**src/verilog/lc3b_pkg.sv**
```systemverilog
`default_nettype none

package lc3b_pkg;

    ////////////////////////////////////////
    // Widths that carry a meaning
    ////////////////////////////////////////

    typedef logic [15:0] lc3b_word;             // Data word, address or instruction.
    typedef logic [2:0]  lc3b_reg;              // Register index.
    typedef logic [2:0]  lc3b_aluop;            // ALU operation code.

    localparam int num_regs = 8;                // Size of the register file.

    ////////////////////////////////////////
    // Opcodes, instruction bits 15:12
    ////////////////////////////////////////

    localparam logic [3:0] op_add = 4'b0001;
    localparam logic [3:0] op_and = 4'b0101;
    localparam logic [3:0] op_not = 4'b1001;
    localparam logic [3:0] op_shf = 4'b1101;
    localparam logic [3:0] op_lea = 4'b1110;

    ////////////////////////////////////////
    // ALU operations
    ////////////////////////////////////////

    localparam lc3b_aluop alu_add  = 3'd0;
    localparam lc3b_aluop alu_and  = 3'd1;
    localparam lc3b_aluop alu_not  = 3'd2;      // Uses operand A only.
    localparam lc3b_aluop alu_sll  = 3'd3;
    localparam lc3b_aluop alu_srl  = 3'd4;
    localparam lc3b_aluop alu_sra  = 3'd5;
    localparam lc3b_aluop alu_pass = 3'd6;      // Operand B straight through.

    // Operand B sources for the ALU.
    localparam logic [1:0] opb_sr2  = 2'd0;     // Second source register.
    localparam logic [1:0] opb_imm5 = 2'd1;     // Sign-extended 5-bit immediate.
    localparam logic [1:0] opb_imm4 = 2'd2;     // Zero-extended shift amount.

endpackage : lc3b_pkg

`default_nettype wire

```
**src/verilog/lc3b_regfile.sv**
```systemverilog
`timescale 1ns/1ps
`default_nettype none

module lc3b_regfile
    import lc3b_pkg::*;
(
    input  logic     clk,
    input  logic     reset,

    input  lc3b_reg  raddr_a,
    input  lc3b_reg  raddr_b,
    output lc3b_word rdata_a,
    output lc3b_word rdata_b,

    input  logic     we,
    input  lc3b_reg  waddr,
    input  lc3b_word wdata
);

    lc3b_word regs [num_regs];                  // Architectural registers R0 to R7.

    ////////////////////////////////////////
    // Write port
    ////////////////////////////////////////

    always_ff @(posedge clk) begin
        if (reset) begin
            for (int i = 0; i < num_regs; i++) begin
                regs[i] <= '0;                  // All registers start at zero.
            end
        end else if (we) begin
            regs[waddr] <= wdata;               // Written at the retiring edge.
        end
    end

    ////////////////////////////////////////
    // Read ports
    ////////////////////////////////////////

    // Reads are combinational. A write in flight is not bypassed here,
    // the execute stage forwards from the result register instead.
    assign rdata_a = regs[raddr_a];
    assign rdata_b = regs[raddr_b];

endmodule : lc3b_regfile

`default_nettype wire

```
**src/verilog/lc3b_decode.sv**
```systemverilog
`timescale 1ns/1ps
`default_nettype none

module lc3b_decode
    import lc3b_pkg::*;
(
    input  logic       clk,
    input  logic       reset,

    input  logic       instr_valid,
    output logic       instr_ready,
    input  lc3b_word   instr,
    input  lc3b_word   instr_pc,

    input  logic       res_ready,

    output logic       dec_valid,
    output lc3b_word   dec_ir,
    output lc3b_word   dec_pc,
    output lc3b_aluop  dec_aluop,
    output logic [1:0] dec_opb_sel,
    output logic       dec_use_pcn,
    output logic       dec_we,
    output lc3b_reg    dec_dest,
    output lc3b_reg    dec_sr1,
    output lc3b_reg    dec_sr2
);

    logic       accept;
    lc3b_aluop  nxt_aluop;
    logic [1:0] nxt_opb_sel;
    logic       nxt_use_pcn;
    logic       nxt_we;

    // The decode register can take a new word when it is empty or its
    // current word moves into the result register this cycle.
    assign instr_ready = !dec_valid || res_ready;
    assign accept      = instr_valid && instr_ready;

    ////////////////////////////////////////
    // Opcode decode
    ////////////////////////////////////////

    always_comb begin
        nxt_aluop   = alu_pass;                 // Unsupported opcodes retire with no write.
        nxt_opb_sel = opb_sr2;
        nxt_use_pcn = 1'b0;
        nxt_we      = 1'b0;
        case (instr[15:12])
            op_add, op_and: begin
                nxt_aluop   = (instr[15:12] == op_add) ? alu_add : alu_and;
                nxt_opb_sel = instr[5] ? opb_imm5 : opb_sr2;    // Bit 5 picks the imm5 form.
                nxt_we      = 1'b1;
            end
            op_not: begin
                nxt_aluop = alu_not;
                nxt_we    = 1'b1;
            end
            op_shf: begin
                nxt_opb_sel = opb_imm4;
                nxt_we      = 1'b1;
                // Bit 4 gives the direction and bit 5 the arithmetic kind.
                case (instr[5:4])
                    2'b01:   nxt_aluop = alu_srl;
                    2'b11:   nxt_aluop = alu_sra;
                    default: nxt_aluop = alu_sll;
                endcase
            end
            op_lea: begin
                nxt_use_pcn = 1'b1;             // Result comes from the PC adder.
                nxt_we      = 1'b1;
            end
            default: ;
        endcase
    end

    ////////////////////////////////////////
    // Decode register
    ////////////////////////////////////////

    always_ff @(posedge clk) begin
        if (reset) begin
            dec_valid <= 1'b0;
        end else if (accept) begin
            dec_valid <= 1'b1;
        end else if (res_ready) begin
            dec_valid <= 1'b0;                  // Word moved on and nothing replaced it.
        end
    end

    always_ff @(posedge clk) begin
        if (accept) begin
            dec_ir      <= instr;
            dec_pc      <= instr_pc + 16'd2;    // Incremented PC for PC-relative forms.
            dec_aluop   <= nxt_aluop;
            dec_opb_sel <= nxt_opb_sel;
            dec_use_pcn <= nxt_use_pcn;
            dec_we      <= nxt_we;
            dec_dest    <= instr[11:9];
            dec_sr1     <= instr[8:6];
            dec_sr2     <= instr[2:0];
        end
    end

endmodule : lc3b_decode

`default_nettype wire

```
**src/verilog/lc3b_alu.sv**
```systemverilog
`timescale 1ns/1ps
`default_nettype none

module lc3b_alu
    import lc3b_pkg::*;
(
    input  lc3b_aluop aluop,
    input  lc3b_word  a,
    input  lc3b_word  b,
    output lc3b_word  f
);

    logic [3:0] shamt;

    assign shamt = b[3:0];                      // Shifts use only the low four bits.

    ////////////////////////////////////////
    // Function select
    ////////////////////////////////////////

    always_comb begin
        case (aluop)
            alu_add: begin
                f = a + b;                      // Carry out is dropped.
            end
            alu_and: begin
                f = a & b;
            end
            alu_not: begin
                f = ~a;
            end
            alu_sll: begin
                f = a << shamt;
            end
            alu_srl: begin
                f = a >> shamt;                 // Zero fill from the top.
            end
            alu_sra: begin
                f = $signed(a) >>> shamt;       // Sign bit is copied down.
            end
            alu_pass: begin
                f = b;
            end
            default: begin
                f = '0;
            end
        endcase
    end

endmodule : lc3b_alu

`default_nettype wire

```
**src/verilog/lc3b_execute.sv**
```systemverilog
`timescale 1ns/1ps
`default_nettype none

module lc3b_execute
    import lc3b_pkg::*;
(
    // From decode.
    input  logic       dec_valid,
    input  lc3b_word   dec_ir,
    input  lc3b_word   dec_pc,
    input  lc3b_aluop  dec_aluop,
    input  logic [1:0] dec_opb_sel,
    input  logic       dec_use_pcn,
    input  logic       dec_we,
    input  lc3b_reg    dec_dest,
    input  lc3b_reg    dec_sr1,
    input  lc3b_reg    dec_sr2,

    // Register file read ports.
    output lc3b_reg    rf_raddr_a,
    output lc3b_reg    rf_raddr_b,
    input  lc3b_word   rf_data_a,
    input  lc3b_word   rf_data_b,

    // Forwarding from the result register.
    input  logic       fwd_valid,
    input  logic       fwd_we,
    input  lc3b_reg    fwd_dest,
    input  lc3b_word   fwd_data,

    // ALU operands and result.
    output lc3b_aluop  alu_op,
    output lc3b_word   alu_a,
    output lc3b_word   alu_b,
    input  lc3b_word   alu_f,

    // To result.
    output logic       exe_valid,
    output logic       exe_we,
    output lc3b_reg    exe_dest,
    output lc3b_word   exe_pc,
    output lc3b_word   exe_value
);

    lc3b_word imm4;
    lc3b_word imm5;
    lc3b_word offset9;
    lc3b_word src_a;
    lc3b_word src_b;
    lc3b_word opb;
    lc3b_word pcn;
    logic     fwd_hit_a;
    logic     fwd_hit_b;

    ////////////////////////////////////////
    // Immediates
    ////////////////////////////////////////

    assign imm4    = {12'd0, dec_ir[3:0]};                      // Shift amount.
    assign imm5    = {{11{dec_ir[4]}}, dec_ir[4:0]};
    assign offset9 = {{6{dec_ir[8]}}, dec_ir[8:0], 1'b0};       // Word offset in bytes.

    ////////////////////////////////////////
    // Operand fetch and forwarding
    ////////////////////////////////////////

    assign rf_raddr_a = dec_sr1;
    assign rf_raddr_b = dec_sr2;

    // The result register is the only place a value can wait before it
    // reaches the register file, so one compare per source covers every hazard.
    assign fwd_hit_a = fwd_valid && fwd_we && (fwd_dest == dec_sr1);
    assign fwd_hit_b = fwd_valid && fwd_we && (fwd_dest == dec_sr2);

    assign src_a = fwd_hit_a ? fwd_data : rf_data_a;
    assign src_b = fwd_hit_b ? fwd_data : rf_data_b;

    always_comb begin
        case (dec_opb_sel)
            opb_imm5: opb = imm5;
            opb_imm4: opb = imm4;
            default:  opb = src_b;                              // Register form.
        endcase
    end

    ////////////////////////////////////////
    // ALU and PC adder
    ////////////////////////////////////////

    assign alu_op = dec_aluop;
    assign alu_a  = src_a;
    assign alu_b  = opb;

    assign pcn = dec_pc + offset9;                              // Target for LEA.

    ////////////////////////////////////////
    // Outputs to the result stage
    ////////////////////////////////////////

    assign exe_valid = dec_valid;
    assign exe_we    = dec_we;
    assign exe_dest  = dec_dest;
    assign exe_pc    = dec_pc - 16'd2;                          // Back to the fetch address.

    always_comb begin
        if (!dec_we) begin
            exe_value = '0;                                     // Unsupported opcode.
        end else if (dec_use_pcn) begin
            exe_value = pcn;
        end else begin
            exe_value = alu_f;
        end
    end

endmodule : lc3b_execute

`default_nettype wire

```
**src/verilog/lc3b_result.sv**
```systemverilog
`timescale 1ns/1ps
`default_nettype none

module lc3b_result
    import lc3b_pkg::*;
(
    input  logic     clk,
    input  logic     reset,

    input  logic     exe_valid,
    input  logic     exe_we,
    input  lc3b_reg  exe_dest,
    input  lc3b_word exe_pc,
    input  lc3b_word exe_value,

    output logic     wb_valid,
    input  logic     wb_ready,
    output lc3b_word wb_pc,
    output logic     wb_we,
    output lc3b_reg  wb_dest,
    output lc3b_word wb_data,

    output logic     res_ready,
    output logic     rf_we
);

    logic retire;

    assign retire    = wb_valid && wb_ready;    // Writeback handshake.
    assign res_ready = !wb_valid || wb_ready;   // Empty or retiring this cycle.

    // Commit to the register file only when the consumer takes the result.
    assign rf_we = retire && wb_we;

    ////////////////////////////////////////
    // Result register
    ////////////////////////////////////////

    always_ff @(posedge clk) begin
        if (reset) begin
            wb_valid <= 1'b0;
        end else if (res_ready) begin
            wb_valid <= exe_valid;              // Drops when nothing follows.
        end
    end

    always_ff @(posedge clk) begin
        if (res_ready && exe_valid) begin
            wb_pc   <= exe_pc;
            wb_we   <= exe_we;
            wb_dest <= exe_dest;
            wb_data <= exe_value;
        end
    end

endmodule : lc3b_result

`default_nettype wire

```
**src/verilog/lc3b_core.sv**
```systemverilog
`timescale 1ns/1ps
`default_nettype none

module lc3b_core
    import lc3b_pkg::*;
(
    input  logic     clk,
    input  logic     reset,

    input  logic     instr_valid,
    output logic     instr_ready,
    input  lc3b_word instr,
    input  lc3b_word instr_pc,

    output logic     wb_valid,
    input  logic     wb_ready,
    output lc3b_word wb_pc,
    output logic     wb_we,
    output lc3b_reg  wb_dest,
    output lc3b_word wb_data
);

    logic       res_ready;
    logic       dec_valid;
    lc3b_word   dec_ir;
    lc3b_word   dec_pc;
    lc3b_aluop  dec_aluop;
    logic [1:0] dec_opb_sel;
    logic       dec_use_pcn;
    logic       dec_we;
    lc3b_reg    dec_dest;
    lc3b_reg    dec_sr1;
    lc3b_reg    dec_sr2;
    lc3b_reg    rf_raddr_a;
    lc3b_reg    rf_raddr_b;
    lc3b_word   rf_data_a;
    lc3b_word   rf_data_b;
    logic       rf_we;
    lc3b_aluop  alu_op;
    lc3b_word   alu_a;
    lc3b_word   alu_b;
    lc3b_word   alu_f;
    logic       exe_valid;
    logic       exe_we;
    lc3b_reg    exe_dest;
    lc3b_word   exe_pc;
    lc3b_word   exe_value;

    ////////////////////////////////////////
    // Pipeline stages
    ////////////////////////////////////////

    lc3b_decode u_decode (
        .clk         (clk),
        .reset       (reset),
        .instr_valid (instr_valid),
        .instr_ready (instr_ready),
        .instr       (instr),
        .instr_pc    (instr_pc),
        .res_ready   (res_ready),
        .dec_valid   (dec_valid),
        .dec_ir      (dec_ir),
        .dec_pc      (dec_pc),
        .dec_aluop   (dec_aluop),
        .dec_opb_sel (dec_opb_sel),
        .dec_use_pcn (dec_use_pcn),
        .dec_we      (dec_we),
        .dec_dest    (dec_dest),
        .dec_sr1     (dec_sr1),
        .dec_sr2     (dec_sr2)
    );

    lc3b_execute u_execute (
        .dec_valid   (dec_valid),
        .dec_ir      (dec_ir),
        .dec_pc      (dec_pc),
        .dec_aluop   (dec_aluop),
        .dec_opb_sel (dec_opb_sel),
        .dec_use_pcn (dec_use_pcn),
        .dec_we      (dec_we),
        .dec_dest    (dec_dest),
        .dec_sr1     (dec_sr1),
        .dec_sr2     (dec_sr2),
        .rf_raddr_a  (rf_raddr_a),
        .rf_raddr_b  (rf_raddr_b),
        .rf_data_a   (rf_data_a),
        .rf_data_b   (rf_data_b),
        .fwd_valid   (wb_valid),                // The result register is the forwarding source.
        .fwd_we      (wb_we),
        .fwd_dest    (wb_dest),
        .fwd_data    (wb_data),
        .alu_op      (alu_op),
        .alu_a       (alu_a),
        .alu_b       (alu_b),
        .alu_f       (alu_f),
        .exe_valid   (exe_valid),
        .exe_we      (exe_we),
        .exe_dest    (exe_dest),
        .exe_pc      (exe_pc),
        .exe_value   (exe_value)
    );

    lc3b_alu u_alu (
        .aluop (alu_op),
        .a     (alu_a),
        .b     (alu_b),
        .f     (alu_f)
    );

    lc3b_result u_result (
        .clk       (clk),
        .reset     (reset),
        .exe_valid (exe_valid),
        .exe_we    (exe_we),
        .exe_dest  (exe_dest),
        .exe_pc    (exe_pc),
        .exe_value (exe_value),
        .wb_valid  (wb_valid),
        .wb_ready  (wb_ready),
        .wb_pc     (wb_pc),
        .wb_we     (wb_we),
        .wb_dest   (wb_dest),
        .wb_data   (wb_data),
        .res_ready (res_ready),
        .rf_we     (rf_we)
    );

    ////////////////////////////////////////
    // Register file
    ////////////////////////////////////////

    lc3b_regfile u_regfile (
        .clk     (clk),
        .reset   (reset),
        .raddr_a (rf_raddr_a),
        .raddr_b (rf_raddr_b),
        .rdata_a (rf_data_a),
        .rdata_b (rf_data_b),
        .we      (rf_we),
        .waddr   (wb_dest),                     // Write address and data come from the result register.
        .wdata   (wb_data)
    );

endmodule : lc3b_core

`default_nettype wire

```
**config.mk**
```make
export PLATFORM = sky130hd
export DESIGN_NAME = lc3b_core
export DESIGN_NICKNAME = d
export VERILOG_FILES = /design/src/verilog/lc3b_pkg.sv /design/src/verilog/lc3b_regfile.sv /design/src/verilog/lc3b_decode.sv /design/src/verilog/lc3b_alu.sv /design/src/verilog/lc3b_execute.sv /design/src/verilog/lc3b_result.sv /design/src/verilog/lc3b_core.sv
export SDC_FILE = /design/constraint.sdc
export NUM_CORES = 1
export LEC_CHECK = 0
export BUFFER_PORTS_ARGS = -buffer_cell sky130_fd_sc_hd__buf_4
export CAP_MARGIN = 10
export CORE_UTILIZATION = 59
export DETAILED_ROUTE_END_ITERATION = 8
export GPL_TIMING_DRIVEN = 0
export PLACE_DENSITY = 0.77
export SYNTH_ARGS = -nofsm -noshare
export SYNTH_HDL_FRONTEND = slang
export SYNTH_SLANG_ARGS = --single-unit
```
**constraint.sdc**
```tcl
create_clock -name clk -period 7.95 [get_ports clk]
set_input_delay 0.795 -clock clk [delete_from_list [all_inputs] [get_ports clk]]
set_output_delay 0.795 -clock clk [all_outputs]
set_load 0.02 [all_outputs]
```
# --- Word level (Yosys, flattened, before mapping) ---
# Memories as Yosys holds them, arrays and structs flattened. A register that Yosys moved wholly into a read port is not among the register bits.
# Index checks and enable logic that the tools add are counted.
totals:
  register_bits: 79
  n_memories: 1
  ramBits: 128
  in_bits: 36
memory_table:
  columns: ["memory", "depth", "word_bits", "read_ports", "rd_clocked_by_memory_dff", "write_ports", "line_no", "source"]
  rows:
  - ["u_regfile.regs", 8, 16, 2, 2, 8, "lc3b_regfile.sv:20", "lc3b_word regs [num_regs];"]
classes:
  n_mux: 24
  n_reduce_logical: 16
  bitwise_logic: 2
  add_sub_neg: 4
  shifts: 3
  eq_ne: 17
ops:
  columns: ["cell", "n"]
  rows:
  - ["case mux 16 bit (7 select lines)", 1]
  - ["two-way mux 16 bit", 4]
  - ["adder 16 bit", 2]
  - ["case mux 16 bit (2 select lines)", 1]
  - ["adder 16 x 2 -> 16 bit (second input constant)", 1]
  - ["bitwise AND 16 bit", 1]
  - ["inverter 16 bit", 1]
  - ["OR reduction 16 bit", 1]
  - ["left shift 16 x 4 -> 16 bit", 1]
  - [">> shifter 16 x 4 -> 16 bit", 1]
  - [">>> shifter 16 x 4 -> 16 bit", 1]
  - ["subtractor 16 x 2 -> 16 bit (second input constant)", 1]
  - ["equality test 4 bit (second input constant)", 3]
  - ["two-way mux 1 bit", 12]
  - ["equality test 3 bit (second input constant)", 3]
  - ["two-way mux 3 bit", 3]
  - ["case mux 3 bit (3 select lines)", 1]
  - ["logical AND 1 bit", 7]
  - ["equality test 3 x 2 -> 1 bit (second input constant)", 2]
  - ["equality test 3 bit", 2]
  - ["case mux 3 bit (2 select lines)", 1]
  - ["OR reduction 5 bit", 1]
  - ["equality test 2 x 1 -> 1 bit (second input constant)", 2]
  - ["equality test 2 bit (second input constant)", 2]
  - ["other kinds (9)", 11]

# --- Longest topological paths before layout ---
# Gate-level depths: netlist of the first run.
logic_depth:
  word_depth: 7
  mapped_depth: 19
  ltp_nobuf: 16

# --- Modules after synthesis ---
# A second synthesis of the first run with hierarchy kept.
unflattened:
  hier_cells: 1240
  area_unflattened_um2: 14521.4
modules_own_cells:
  columns: ["mod", "area_per_inst_um2", "instances", "cells_per_inst"]
  rows:
  - ["lc3b_regfile", 6999.2, 1, 430]
  - ["lc3b_alu", 2850.2, 1, 400]
  - ["lc3b_execute", 1894.3, 1, 264]
  - ["lc3b_decode", 1634.1, 1, 104]
  - ["lc3b_result", 1143.6, 1, 42]

# --- Worst setup path after synthesis of the first run ---
# OpenSTA, ideal clock, no wires.
synth_path:
  path_type: "flip-flop to flip-flop"
  from: "register u_decode.dec_opb_sel[1]"
  to: "register u_result.wb_data[14] (data pin)"
  period_less_slack_ps: 4257
  path_slack_ps: 3693
  t_required_ps: 7689
  t_arrival_ps: 3996
  path_buffers: 3
  stages_incl_launch_ff: 19
  path_cell_list: "edfxtp_1 -> ha_1 -> clkbuf_1 -> inv_1 -> a41o_1 -> o221ai_4 -> buf_6 -> buf_2 -> ha_1 -> inv_1 -> fa_1 -> nor2b_1 -> o2111ai_1 -> a21boi_0 -> o221ai_1 -> nand4_1 -> and3_1 -> nor3_1 -> o311a_1"
synth_via:
  elab_chain_cells: 5
synth_lines:
  columns: ["item", "line_no", "source"]
  rows:
  - ["from (decl)", "lc3b_decode.sv:21", "output logic [1:0] dec_opb_sel,"]
  - ["from (signal assigned)", "lc3b_decode.sv:96", "dec_opb_sel <= nxt_opb_sel;"]
  - ["equality test 2 bit or equality test 2 x 1 -> 1 bit (tied branches)", "lc3b_execute.sv:79", "case (dec_opb_sel)"]
  - ["case mux 16 bit (2 select lines) *", "lc3b_execute.sv:79", null]
  - ["adder 16 bit (tied with other cells)", "lc3b_alu.sv:24", "f = a + b;"]
  - ["case mux 16 bit (7 select lines) *", "lc3b_alu.sv:22", "case (aluop)"]
  - ["two-way mux 16 bit *", "lc3b_execute.sv:108", "end else if (dec_use_pcn) begin"]
  - ["to (signal assigned)", "lc3b_result.sv:52", "wb_data <= exe_value;"]
  - ["to (decl)", "lc3b_result.sv:21", "output lc3b_word wb_data,"]
# Mark *: on every way between the ends. The rest lies on a longest branch, timed or not.
# A chain may end at the register's enable or synchronous reset.

==> flow_summary.json, run 1 <==
{
  "status": "finished clean",
  "clock_latency_ps": 540,
  "via_count": 10900,
  "cts.sinks": 207,
  "whs_ps": 419.8,
  "crit_path_end": "u_result.wb_data[12]$_SDFFCE_PN0P_",
  "routed-wl-met3_um": 3915,
  "grt_usage_pct": 36.90,
  "skew_ps": 42.95,
  "power_mw": 3.299,
  "cap_viol_max_count": 0,
  "grt_pass1_wl_um": 66390,
  "path_max_fanout": 10,
  "reg2reg_slack_ps": 2250,
  "place_hpwl_um": 33270,
  "dieWidth_um": 157.3,
  "ys_types": 83,
  "ys_seq_elements": 207,
  "placed_cells": 1611,
  "routabilityCongestion": 1.014,
  "yosys.area.top_type_share_pct": 42.00,
  "syn_avg_cell_area_um2": 11.69,
  "die_y_um": 157.3,
  "cts_setup_buffers": 0,
  "worst_pin_slew_ps": 1190,
  "min_path_type": "reg2reg",
  "final-setup-viol-count": 0,
  "nets": 1390,
  "place.port_buffers": 73,
  "synth_area_leaders": "edfxtp_1, mux4_2, and2_1",
  "critical_path_class": "reg2reg",
  "io_pins": 74,
  "cp_data_arrival_time_ps": 5920,
  "clockBufferDepth": 3,
  "critPathCaptureType": "flip-flop",
  "drc": 0,
  "wl_met1_um": 17280,
  "period_needed_ps": 5696,
  "via_per_inst": 6.597,
  "grt_overflow": 0,
  "syn_area_um2": 14230,
  "drt_iter0_markers": 1240,
  "synth_area_leader_cell": "edfxtp_1",
  "n_antenna_cell": 0,
  "antenna_found_initial": 0,
  "drtPass1Iterations": 5,
  "top_layer_used": "met4",
  "postCtsHoldBufs": 0,
  "cts_tree": "yes",
  "regArea_um2": 6136,
  "fillers": 1721,
  "ys_seq_area_share_pct": 43.13,
  "p_per_area_nw_per_um2": 206.3,
  "cts-resized-gates": 0,
  "rr_worst_depth": 14,
  "relSlewSlack_pct": 20.06,
  "ys.flop_type": "edfxtp_1",
  "clkSlewWorstSetupHoldPaths_ps": 60,
  "area_delta_synth_final_pct": 12.43,
  "fin_crit_sh_pct": 71.65,
  "peakVddDrop_mv": 0.1508,
  "tns_ps": 0,
  "die-area_um2": 24740,
  "synth-edff-count": 199,
  "rows": 56,
  "start_util_pct": 60.43,
  "r2r_end": "u_result.wb_data[12]$_SDFFCE_PN0P_",
  "fmax_ghz": 0.1756,
  "hold_viol": 0,
  "cp.required_ps": 8170,
  "routed-wl-met2_um": 21440,
  "cp-start-kind": "flip-flop",
  "grt_start_max_net_pins": 27,
  "drive_gt1_share_pct": 21.23,
  "synth-warning-count": 0,
  "cts_root_buffer": "clkbuf_16",
  "min_from": "u_decode.dec_dest[1]$_DFFE_PP_",
  "async_flop_share_pct": 0,
  "syn_nets": 1290,
  "htreeDepth": 1,
  "coreArea_um2": 23540,
  "wl_per_cell_um": 26.88,
  "wl_um": 44410,
  "fin_cells": 1652,
  "synthCells": 1217,
  "grt_pass1_vias": 10750,
  "ant_nets": 0,
  "rsz0062_at_grt": "false",
  "cts_buffers": 23,
  "multi_input_area_um2": 7557,
  "p_leak_nw": 6.208,
  "drv_slew": 0
}
==> kinds of logic after synthesis <==
group / Yosys count / share of synthesized area (%)
DFF: 207 / 43.13
AOI/OAI and AO/OA: 237 / 11.90
xor gates and xnor gates: 46 / 2.832
muxes: 191 / 20.62
adders and majority gates: 37 / 3.359
and+or+nand+nor: 386 / 14.35
buffers and inverters: 113 / 3.808
==> cell type report <==
class	instances	area share (%)
clock buffer	24	3.622
sequential	207	38.36
inverter	44	1.095
multi-input combinational	897	47.25
buffer	69	2.292
clock inverter	17	1.119
timing repair buffer	75	3.770
tap	319	2.495
==> layout by cell type, fill, tap and decap left out, types with 13 or more instances in the layout <==
cell type	count
a211oi_1	14
a21oi_1	46
and2_1	137
buf_2	17
buf_4	77
clkbuf_1	38
clkbuf_16	23
edfxtp_1	199
ha_1	35
inv_1	37
mux2_2	30
mux2i_1	78
mux2i_4	13
mux4_2	64
nand2_1	76
nand3_1	25
nor2_1	63
nor3_1	23
o21ai_0	47
xnor2_1	29
xor2_1	17
==> sequential cells by signal (all words and copies together), names as in the netlist, 2 cells and up, named ones only <==
name	cells
u_decode.dec_sr2	2
u_decode.dec_sr1	2
u_decode.dec_dest	3
u_result.wb_dest	3
u_decode.dec_opb_sel	2
u_result.wb_data	16
u_decode.dec_ir	5
u_result.wb_pc	16
u_decode.dec_pc	16
u_decode.dec_aluop	3
u_regfile.regs	128
==> stage by stage <==
step	cell area, um2	utilization [%]	setup WS, ps
floorplan	14230	-	3693
global placement	15170	64.46	2581
detailed placement	15240	64.72	2551
CTS	16000	67.94	2489
global route	16000	67.94	2252
finish	16000	67.94	2254
==> worst min-delay path by stage <==
stage                                          to  slack, ps  cells after the start
floorplan           u_result.wb_dest[0]$_DFFE_PP_        400                      0
global placement    u_result.wb_dest[1]$_DFFE_PP_        400                      0
detailed placement  u_result.wb_dest[1]$_DFFE_PP_        410                      0
CTS                 u_result.wb_dest[1]$_DFFE_PP_        420                      0
global route         u_decode.dec_pc[0]$_DFFE_PP_        420                      1
finish              u_result.wb_dest[1]$_DFFE_PP_        420                      0
==> worst max-delay path, cell delays in order (launching register included) <==
cell	delay, ps
dfxtp_1	340
clkbuf_1	450
clkbuf_1	780
mux2_2	430
mux2i_1	710
inv_1	290
ha_1	440
a21o_1	210
a21oi_1	170
a21boi_0	180
o221ai_1	330
a31oi_1	150
or3_1	310
a311oi_1	400
a21oi_1	190
==> synth_stat cells (30+ instances only) <==
library cell and instances:
o21ai_0 47, and2_1 137, nand2_1 76, mux4_2 64, clkbuf_1 37, a21oi_1 46, ha_1 35, nor2_1 63
mux2i_1 78, mux2_2 30, edfxtp_1 199, inv_1 37
==> report_power, final <==
group          total (mW)  internal, mW  switching (mW)
logic               0.930         0.364           0.566
clock network        1.07         0.632           0.441
registers            1.30          1.25          0.0475
==> per-layer routing <==
layer	up-vias	track usage, %
met4	0	14.79
met2	574	61.55
met1	5344	47.63
met3	124	6.635
met5	-	0
li1	4857	-
(Power assumes the default switching activity.)
==> run 2, diff against run 1 <==
Settings changed: CORE_UTILIZATION 59 to 57, PLACE_DENSITY 0.77 to 0.78.
Clock period 7.95 ns to 4.9 ns, I/O delays scaled along.
==> flow_summary.json, run 2 (same netlist as run 1, synthesis figures left out) <==
{
  "cts_root_buffer": "clkbuf_16",
  "power.share.sequential_pct": 40.3,
  "n_antenna_cell": 0,
  "power_frac_comb_pct": 29.4,
  "clkSlewWorstSetupHoldPaths_ps": 60,
  "min_path_type": "in2reg",
  "p_sw_mw": 1.724,
  "power_mw": 5.217,
  "hold_viol": 0,
  "critPathCaptureType": "flip-flop",
  "wl_um": 45480,
  "fin_crit_sh_pct": 98.17,
  "p_per_area_nw_per_um2": 324.6,
  "via_count": 11020,
  "intPower_mw": 3.493,
  "tns_ps": 0,
  "pre_cts_ws_ps": -679.6,
  "ant_nets": 0,
  "drv_slew": 0,
  "period_needed_ps": 4810,
  "grt_overflow": 0,
  "path_max_fanout": 10,
  "power.share.clock_pct": 30.2,
  "fmax_ghz": 0.2079,
  "peakVddDrop_mv": 0.2833,
  "drt_iter0_markers": 1213,
  "worst_pin_slew_ps": 860.6,
  "cts_buffers": 23,
  "clock_latency_ps": 530,
  "critical_path_class": "reg2reg",
  "cp-start-kind": "flip-flop",
  "relSlewSlack_pct": 41.49,
  "die-area_um2": 25600,
  "io_pins": 74,
  "drive_gt1_share_pct": 22.85,
  "rows": 57,
  "largest_reg_flops": 128,
  "place_hpwl_um": 33970,
  "via_per_inst": 6.627,
  "p_leak_nw": 6.226,
  "routabilityCongestion": 0.9829,
  "regMostFlops": "u_regfile.regs",
  "antenna_found_initial": 0,
  "place.port_buffers": 73,
  "dieWidth_um": 160.0,
  "cts_tree": "yes",
  "status": "finished clean",
  "drtPass1Iterations": 5,
  "nets": 1397,
  "area_delta_synth_final_pct": 12.95,
  "die_y_um": 160.0,
  "switching_share_pct": 33.05,
  "cp.required_ps": 5130,
  "drc": 0,
  "cts.sinks": 207,
  "grt_usage_pct": 35.53,
  "cp_data_arrival_time_ps": 5040,
  "final-setup-viol-count": 0,
  "grt_pass1_wl_um": 67570,
  "postCtsHoldBufs": 0,
  "grt_pass1_vias": 10840,
  "wl_per_cell_um": 27.35,
  "skew_ps": 15.83,
  "clockBufferDepth": 3,
  "final_cell_mix": "edfxtp_1, and2_1, buf_4",
  "grt_start_max_net_pins": 27,
  "setup_ws_ps": 89.50,
  "layout_commonest_cell": "edfxtp_1",
  "start_util_pct": 58.33,
  "htreeDepth": 1,
  "cap_viol_max_count": 0,
  "coreArea_um2": 24390
}
[run 2: changes by cell type in the layout (fill, tap and decap cells not counted), sizes merged]
cell and change:
buf +6, bufinv -3, clkinv +3, clkbuf +1, inv -1
[run 2: power groups by stage]
stage	Combinational [mW]	Sequential [mW]	Clock (mW)
6_report	1.54	2.10	1.58
5_1_grt	1.62	2.11	1.64
4_1_cts	1.49	2.10	1.58
3_5_place_dp	1.47	2.14	0
3_3_place_gp	1.46	2.13	0
2_1_floorplan	1.01	2.13	0
[run 2: path summary, 6_finish.rpt]
path / start / endpoint / slack, ps / cells past startpoint
max reg2reg: flip-flop / u_result.wb_data[13]$_SDFFCE_PN0P_ / 90 / 14
max: flip-flop / u_result.wb_data[13]$_SDFFCE_PN0P_ / 90 / 14
min: instr[10] / u_decode.dec_dest[1]$_DFFE_PP_ / 140 / 1
min reg2reg: u_decode.dec_dest[0]$_DFFE_PP_ / u_result.wb_dest[0]$_DFFE_PP_ / 420 / 0
[run 2: final cells by class]
cell class | instances | area (um2)
Fill cell | 1848 | 8320
Clock inverter | 16 | 92.59
Buffer | 67 | 380.4
Clock buffer | 24 | 579.3
Sequential cell | 207 | 6136
Multi-Input combinational cell | 897 | 7634
Tap cell | 324 | 405.4
Inverter | 44 | 175.2
Timing Repair Buffer | 84 | 668.1
[run 2: repair_timing]
item                                    CTS  global route
pin swaps                                 1             3
resized for setup                        12            15
buffers inserted                          1             6
endpoints found under the setup margin   10             6
[run 2: critical path, cell delays in order, from the launching register on]
cell	delay, ps
dfxtp_1	360
buf_2	320
buf_1	710
mux2_2	430
mux2i_1	130
a21oi_1	190
ha_1	360
or2_2	370
a2111o_1	380
o221ai_1	250
nand2_1	120
o21a_1	190
or3_1	310
nand3_1	230
a311oi_2	160
[run 2: metrics by stage]
step                cells  instance area (um2)  utilization (%)  hold slack [ps]
finish               1663                16070            65.89            144.1
global route         1663                16070            65.89            132.2
CTS                  1655                15950            65.41            130.1
detailed placement   1616                15240            62.50            406.6
global placement     1614                15180            62.24            402.0
floorplan            1217                14230                -            400.3
[run 2: metal layers]
metal  GRT usage [%]  vias to the layer above  part of all wire [%]
met5               0                        -                     0
met4           13.29                        0                   3.8
met3           5.922                      122                   8.6
met2           58.97                      614                    48
met1           46.97                     5410                    39
li1                -                     4875                     -
==> run 3, diff against run 2 <==
Settings changed: ABC_AREA set to 1.
==> flow_summary.json, run 3 <==
{
  "status": "finished clean",
  "postCtsHoldBufs": 0,
  "cts_tree": "yes",
  "regMostFlops": "u_regfile.regs",
  "cts_buffers": 23,
  "largest_reg_flops": 128,
  "peakVddDrop_mv": 0.2615,
  "synth_most_common_cell": "nand2_1",
  "wl_per_cell_um": 22.04,
  "ys_seq_elements": 207,
  "relSlewSlack_pct": 25.40,
  "p_sw_mw": 1.899,
  "async_flop_share_pct": 0,
  "grt_start_max_net_pins": 38,
  "die_y_um": 158.9,
  "rsz0062_at_grt": "false",
  "cp-start-kind": "flip-flop",
  "routabilityCongestion": 1.041,
  "synth-warning-count": 0,
  "period_needed_ps": 4653,
  "place.port_buffers": 73,
  "cts_root_buffer": "clkbuf_16",
  "final-setup-viol-count": 0,
  "n_antenna_cell": 0,
  "dpl-instance-area_um2": 15040,
  "synthCells": 1819,
  "drtPass1Iterations": 7,
  "cts.sinks": 207,
  "fin_crit_sh_pct": 94.97,
  "ys_seq_area_share_pct": 43.73,
  "synth_area_leader_cell": "edfxtp_1",
  "syn_nets": 1892,
  "grt_usage_pct": 39.32,
  "coreArea_um2": 24250,
  "intPower_mw": 3.376,
  "fmax_ghz": 0.2149,
  "cp.required_ps": 5140,
  "critical_path_class": "reg2reg",
  "path_max_fanout": 10,
  "ys_types": 54,
  "htreeDepth": 1,
  "critPathCaptureType": "flip-flop",
  "clkSlewWorstSetupHoldPaths_ps": 60,
  "power.share.sequential_pct": 39.7,
  "synth_area_leaders": "edfxtp_1, nand2_1, nand3_1",
  "start_util_pct": 57.86,
  "clock_latency_ps": 540,
  "syn_area_um2": 14030,
  "grt_pass1_wl_um": 75420,
  "place_hpwl_um": 36310,
  "yosys.area.top_type_share_pct": 42.59,
  "p_leak_nw": 6.783,
  "power_frac_comb_pct": 30.4,
  "clockBufferDepth": 3,
  "drt_iter0_markers": 2293,
  "grt_pass1_vias": 13190,
  "switching_share_pct": 36.00,
  "hold_viol": 0,
  "syn_avg_cell_area_um2": 7.714,
  "via_per_inst": 6.290,
  "min_path_type": "in2reg",
  "antenna_found_initial": 1,
  "synth-edff-count": 199,
  "area_delta_synth_final_pct": 12.00,
  "p_per_area_nw_per_um2": 335.7,
  "layout_commonest_cell": "nand2_1",
  "reg2reg_slack_ps": 250,
  "rows": 57,
  "die-area_um2": 25250,
  "wl_um": 49760,
  "io_pins": 74,
  "via_count": 14200,
  "worst_pin_slew_ps": 1110,
  "ys.flop_type": "edfxtp_1",
  "final_cell_mix": "nand2_1, nand3_1, nor2_1",
  "cap_viol_max_count": 0,
  "fillers": 2124,
  "dieWidth_um": 158.9,
  "skew_ps": 46.32,
  "power.share.clock_pct": 29.9,
  "ant_nets": 0,
  "drc": 0,
  "nets": 1992,
  "synthTopCellsByCount": "nand2_1, nand3_1, nor2_1",
  "fin_area_um2": 15720,
  "cp_data_arrival_time_ps": 4890,
  "drive_gt1_share_pct": 11.58,
  "drv_slew": 0,
  "tns_ps": 0,
  "grt_overflow": 0
}
## run 3: cell count changes in the layout (fill, tap and decap cells not counted), sizes merged, moves of 91 or more
cell	before	now
nand3	25	281
nor2	63	252
mux2i	95	0
and2	137	1
inv	45	136
nand2	76	454
## run 3: cell type report
class | instances | area, um2 | share of cell area [%]
buffer | 87 | 454.2 | 2.890
multi-input combinational | 1375 | 6892 | 43.85
clock buffer | 29 | 598.1 | 3.806
tap | 324 | 405.4 | 2.580
inverter | 149 | 561.8 | 3.575
timing repair buffer | 76 | 603.1 | 3.838
clock inverter | 11 | 65.06 | 0.4140
sequential | 207 | 6136 | 39.04
## run 3: worst paths after layout
kind | to | startpoint | cells after the start
setup / recovery | u_result.wb_data[8]$_SDFFCE_PN0P_ | flip-flop | 21
hold / removal | u_decode.dec_sr2[0]$_DFFE_PP_ | instr[0] | 1
hold reg to reg | u_result.wb_dest[0]$_DFFE_PP_ | u_decode.dec_dest[0]$_DFFE_PP_ | 0
setup reg to reg | u_result.wb_data[8]$_SDFFCE_PN0P_ | flip-flop | 21
## run 3: cell families (layout without fill, tap and decap cells)
kind of cell	count (synthesis)	after routing	synth area share, %
DFF	207	207	43.73
AOI/OAI and AO/OA	288	288	11.80
and+or+nand+nor	1019	1019	31.87
xor gates and xnor gates	31	31	1.935
buffers and inverters	237	352	7.259
adders and majority gates	37	37	3.406
## run 3: timing repair
item / CTS / global route
endpoints found under the setup margin: 0 / 2
buffers inserted: 0 / 1
resized for setup: 0 / 1
## run 3: through the flow
stage | cells | setup WS [ps] | total power [mW] | util [%] | hold WS [ps]
after global routing | 2258 | 67.13 | 5.462 | 64.81 | 131.4
final | 2258 | 246.7 | 5.275 | 64.81 | 133.4
after CTS | 2258 | 286.5 | 5.189 | 64.78 | 133.4
after global placement | 2216 | 330.0 | 3.638 | 61.80 | 401.4
after floorplan | 1819 | 1523 | 3.158 | - | 400.3
after detailed placement | 2218 | 326.8 | 3.657 | 62.04 | 404.5
## run 3: metal layers
metal | track usage [%] | vias to the layer above | wire (um) | share of wire (%)
li1 | - | 6402 | - | -
met3 | 8.647 | 180 | 6950 | 14
met4 | 15.17 | 2 | 2027 | 4.1
met1 | 56.59 | 6524 | 19780 | 40
met2 | 57.78 | 1095 | 20990 | 42
met5 | 0 | - | 13 | 0.026
## run 3: power groups by stage
stage / clock [mW] / combinational [mW] / sequential [mW]
6_report: 1.58 / 1.60 / 2.09
5_1_grt: 1.63 / 1.73 / 2.10
4_1_cts: 1.56 / 1.54 / 2.09
3_5_place_dp: 0 / 1.53 / 2.12
3_3_place_gp: 0 / 1.51 / 2.13
2_1_floorplan: 0 / 1.04 / 2.12
## run 3: worst max-delay path: stages, from the launching register on
cell and delay (ps):
dfxtp_1 310, buf_2 160, clkbuf_1 590, nand2_1 100
nand3_1 110, nand3_1 110, nand3_1 150, nand2_1 160
inv_1 180, ha_1 190, inv_1 80, fa_1 460
inv_1 70, nand3_1 90, a21oi_1 180, nor2_1 70
o21ai_0 380, a21oi_1 130, a211oi_1 400, nand3_1 240
nand2_1 140, a21oi_2 70
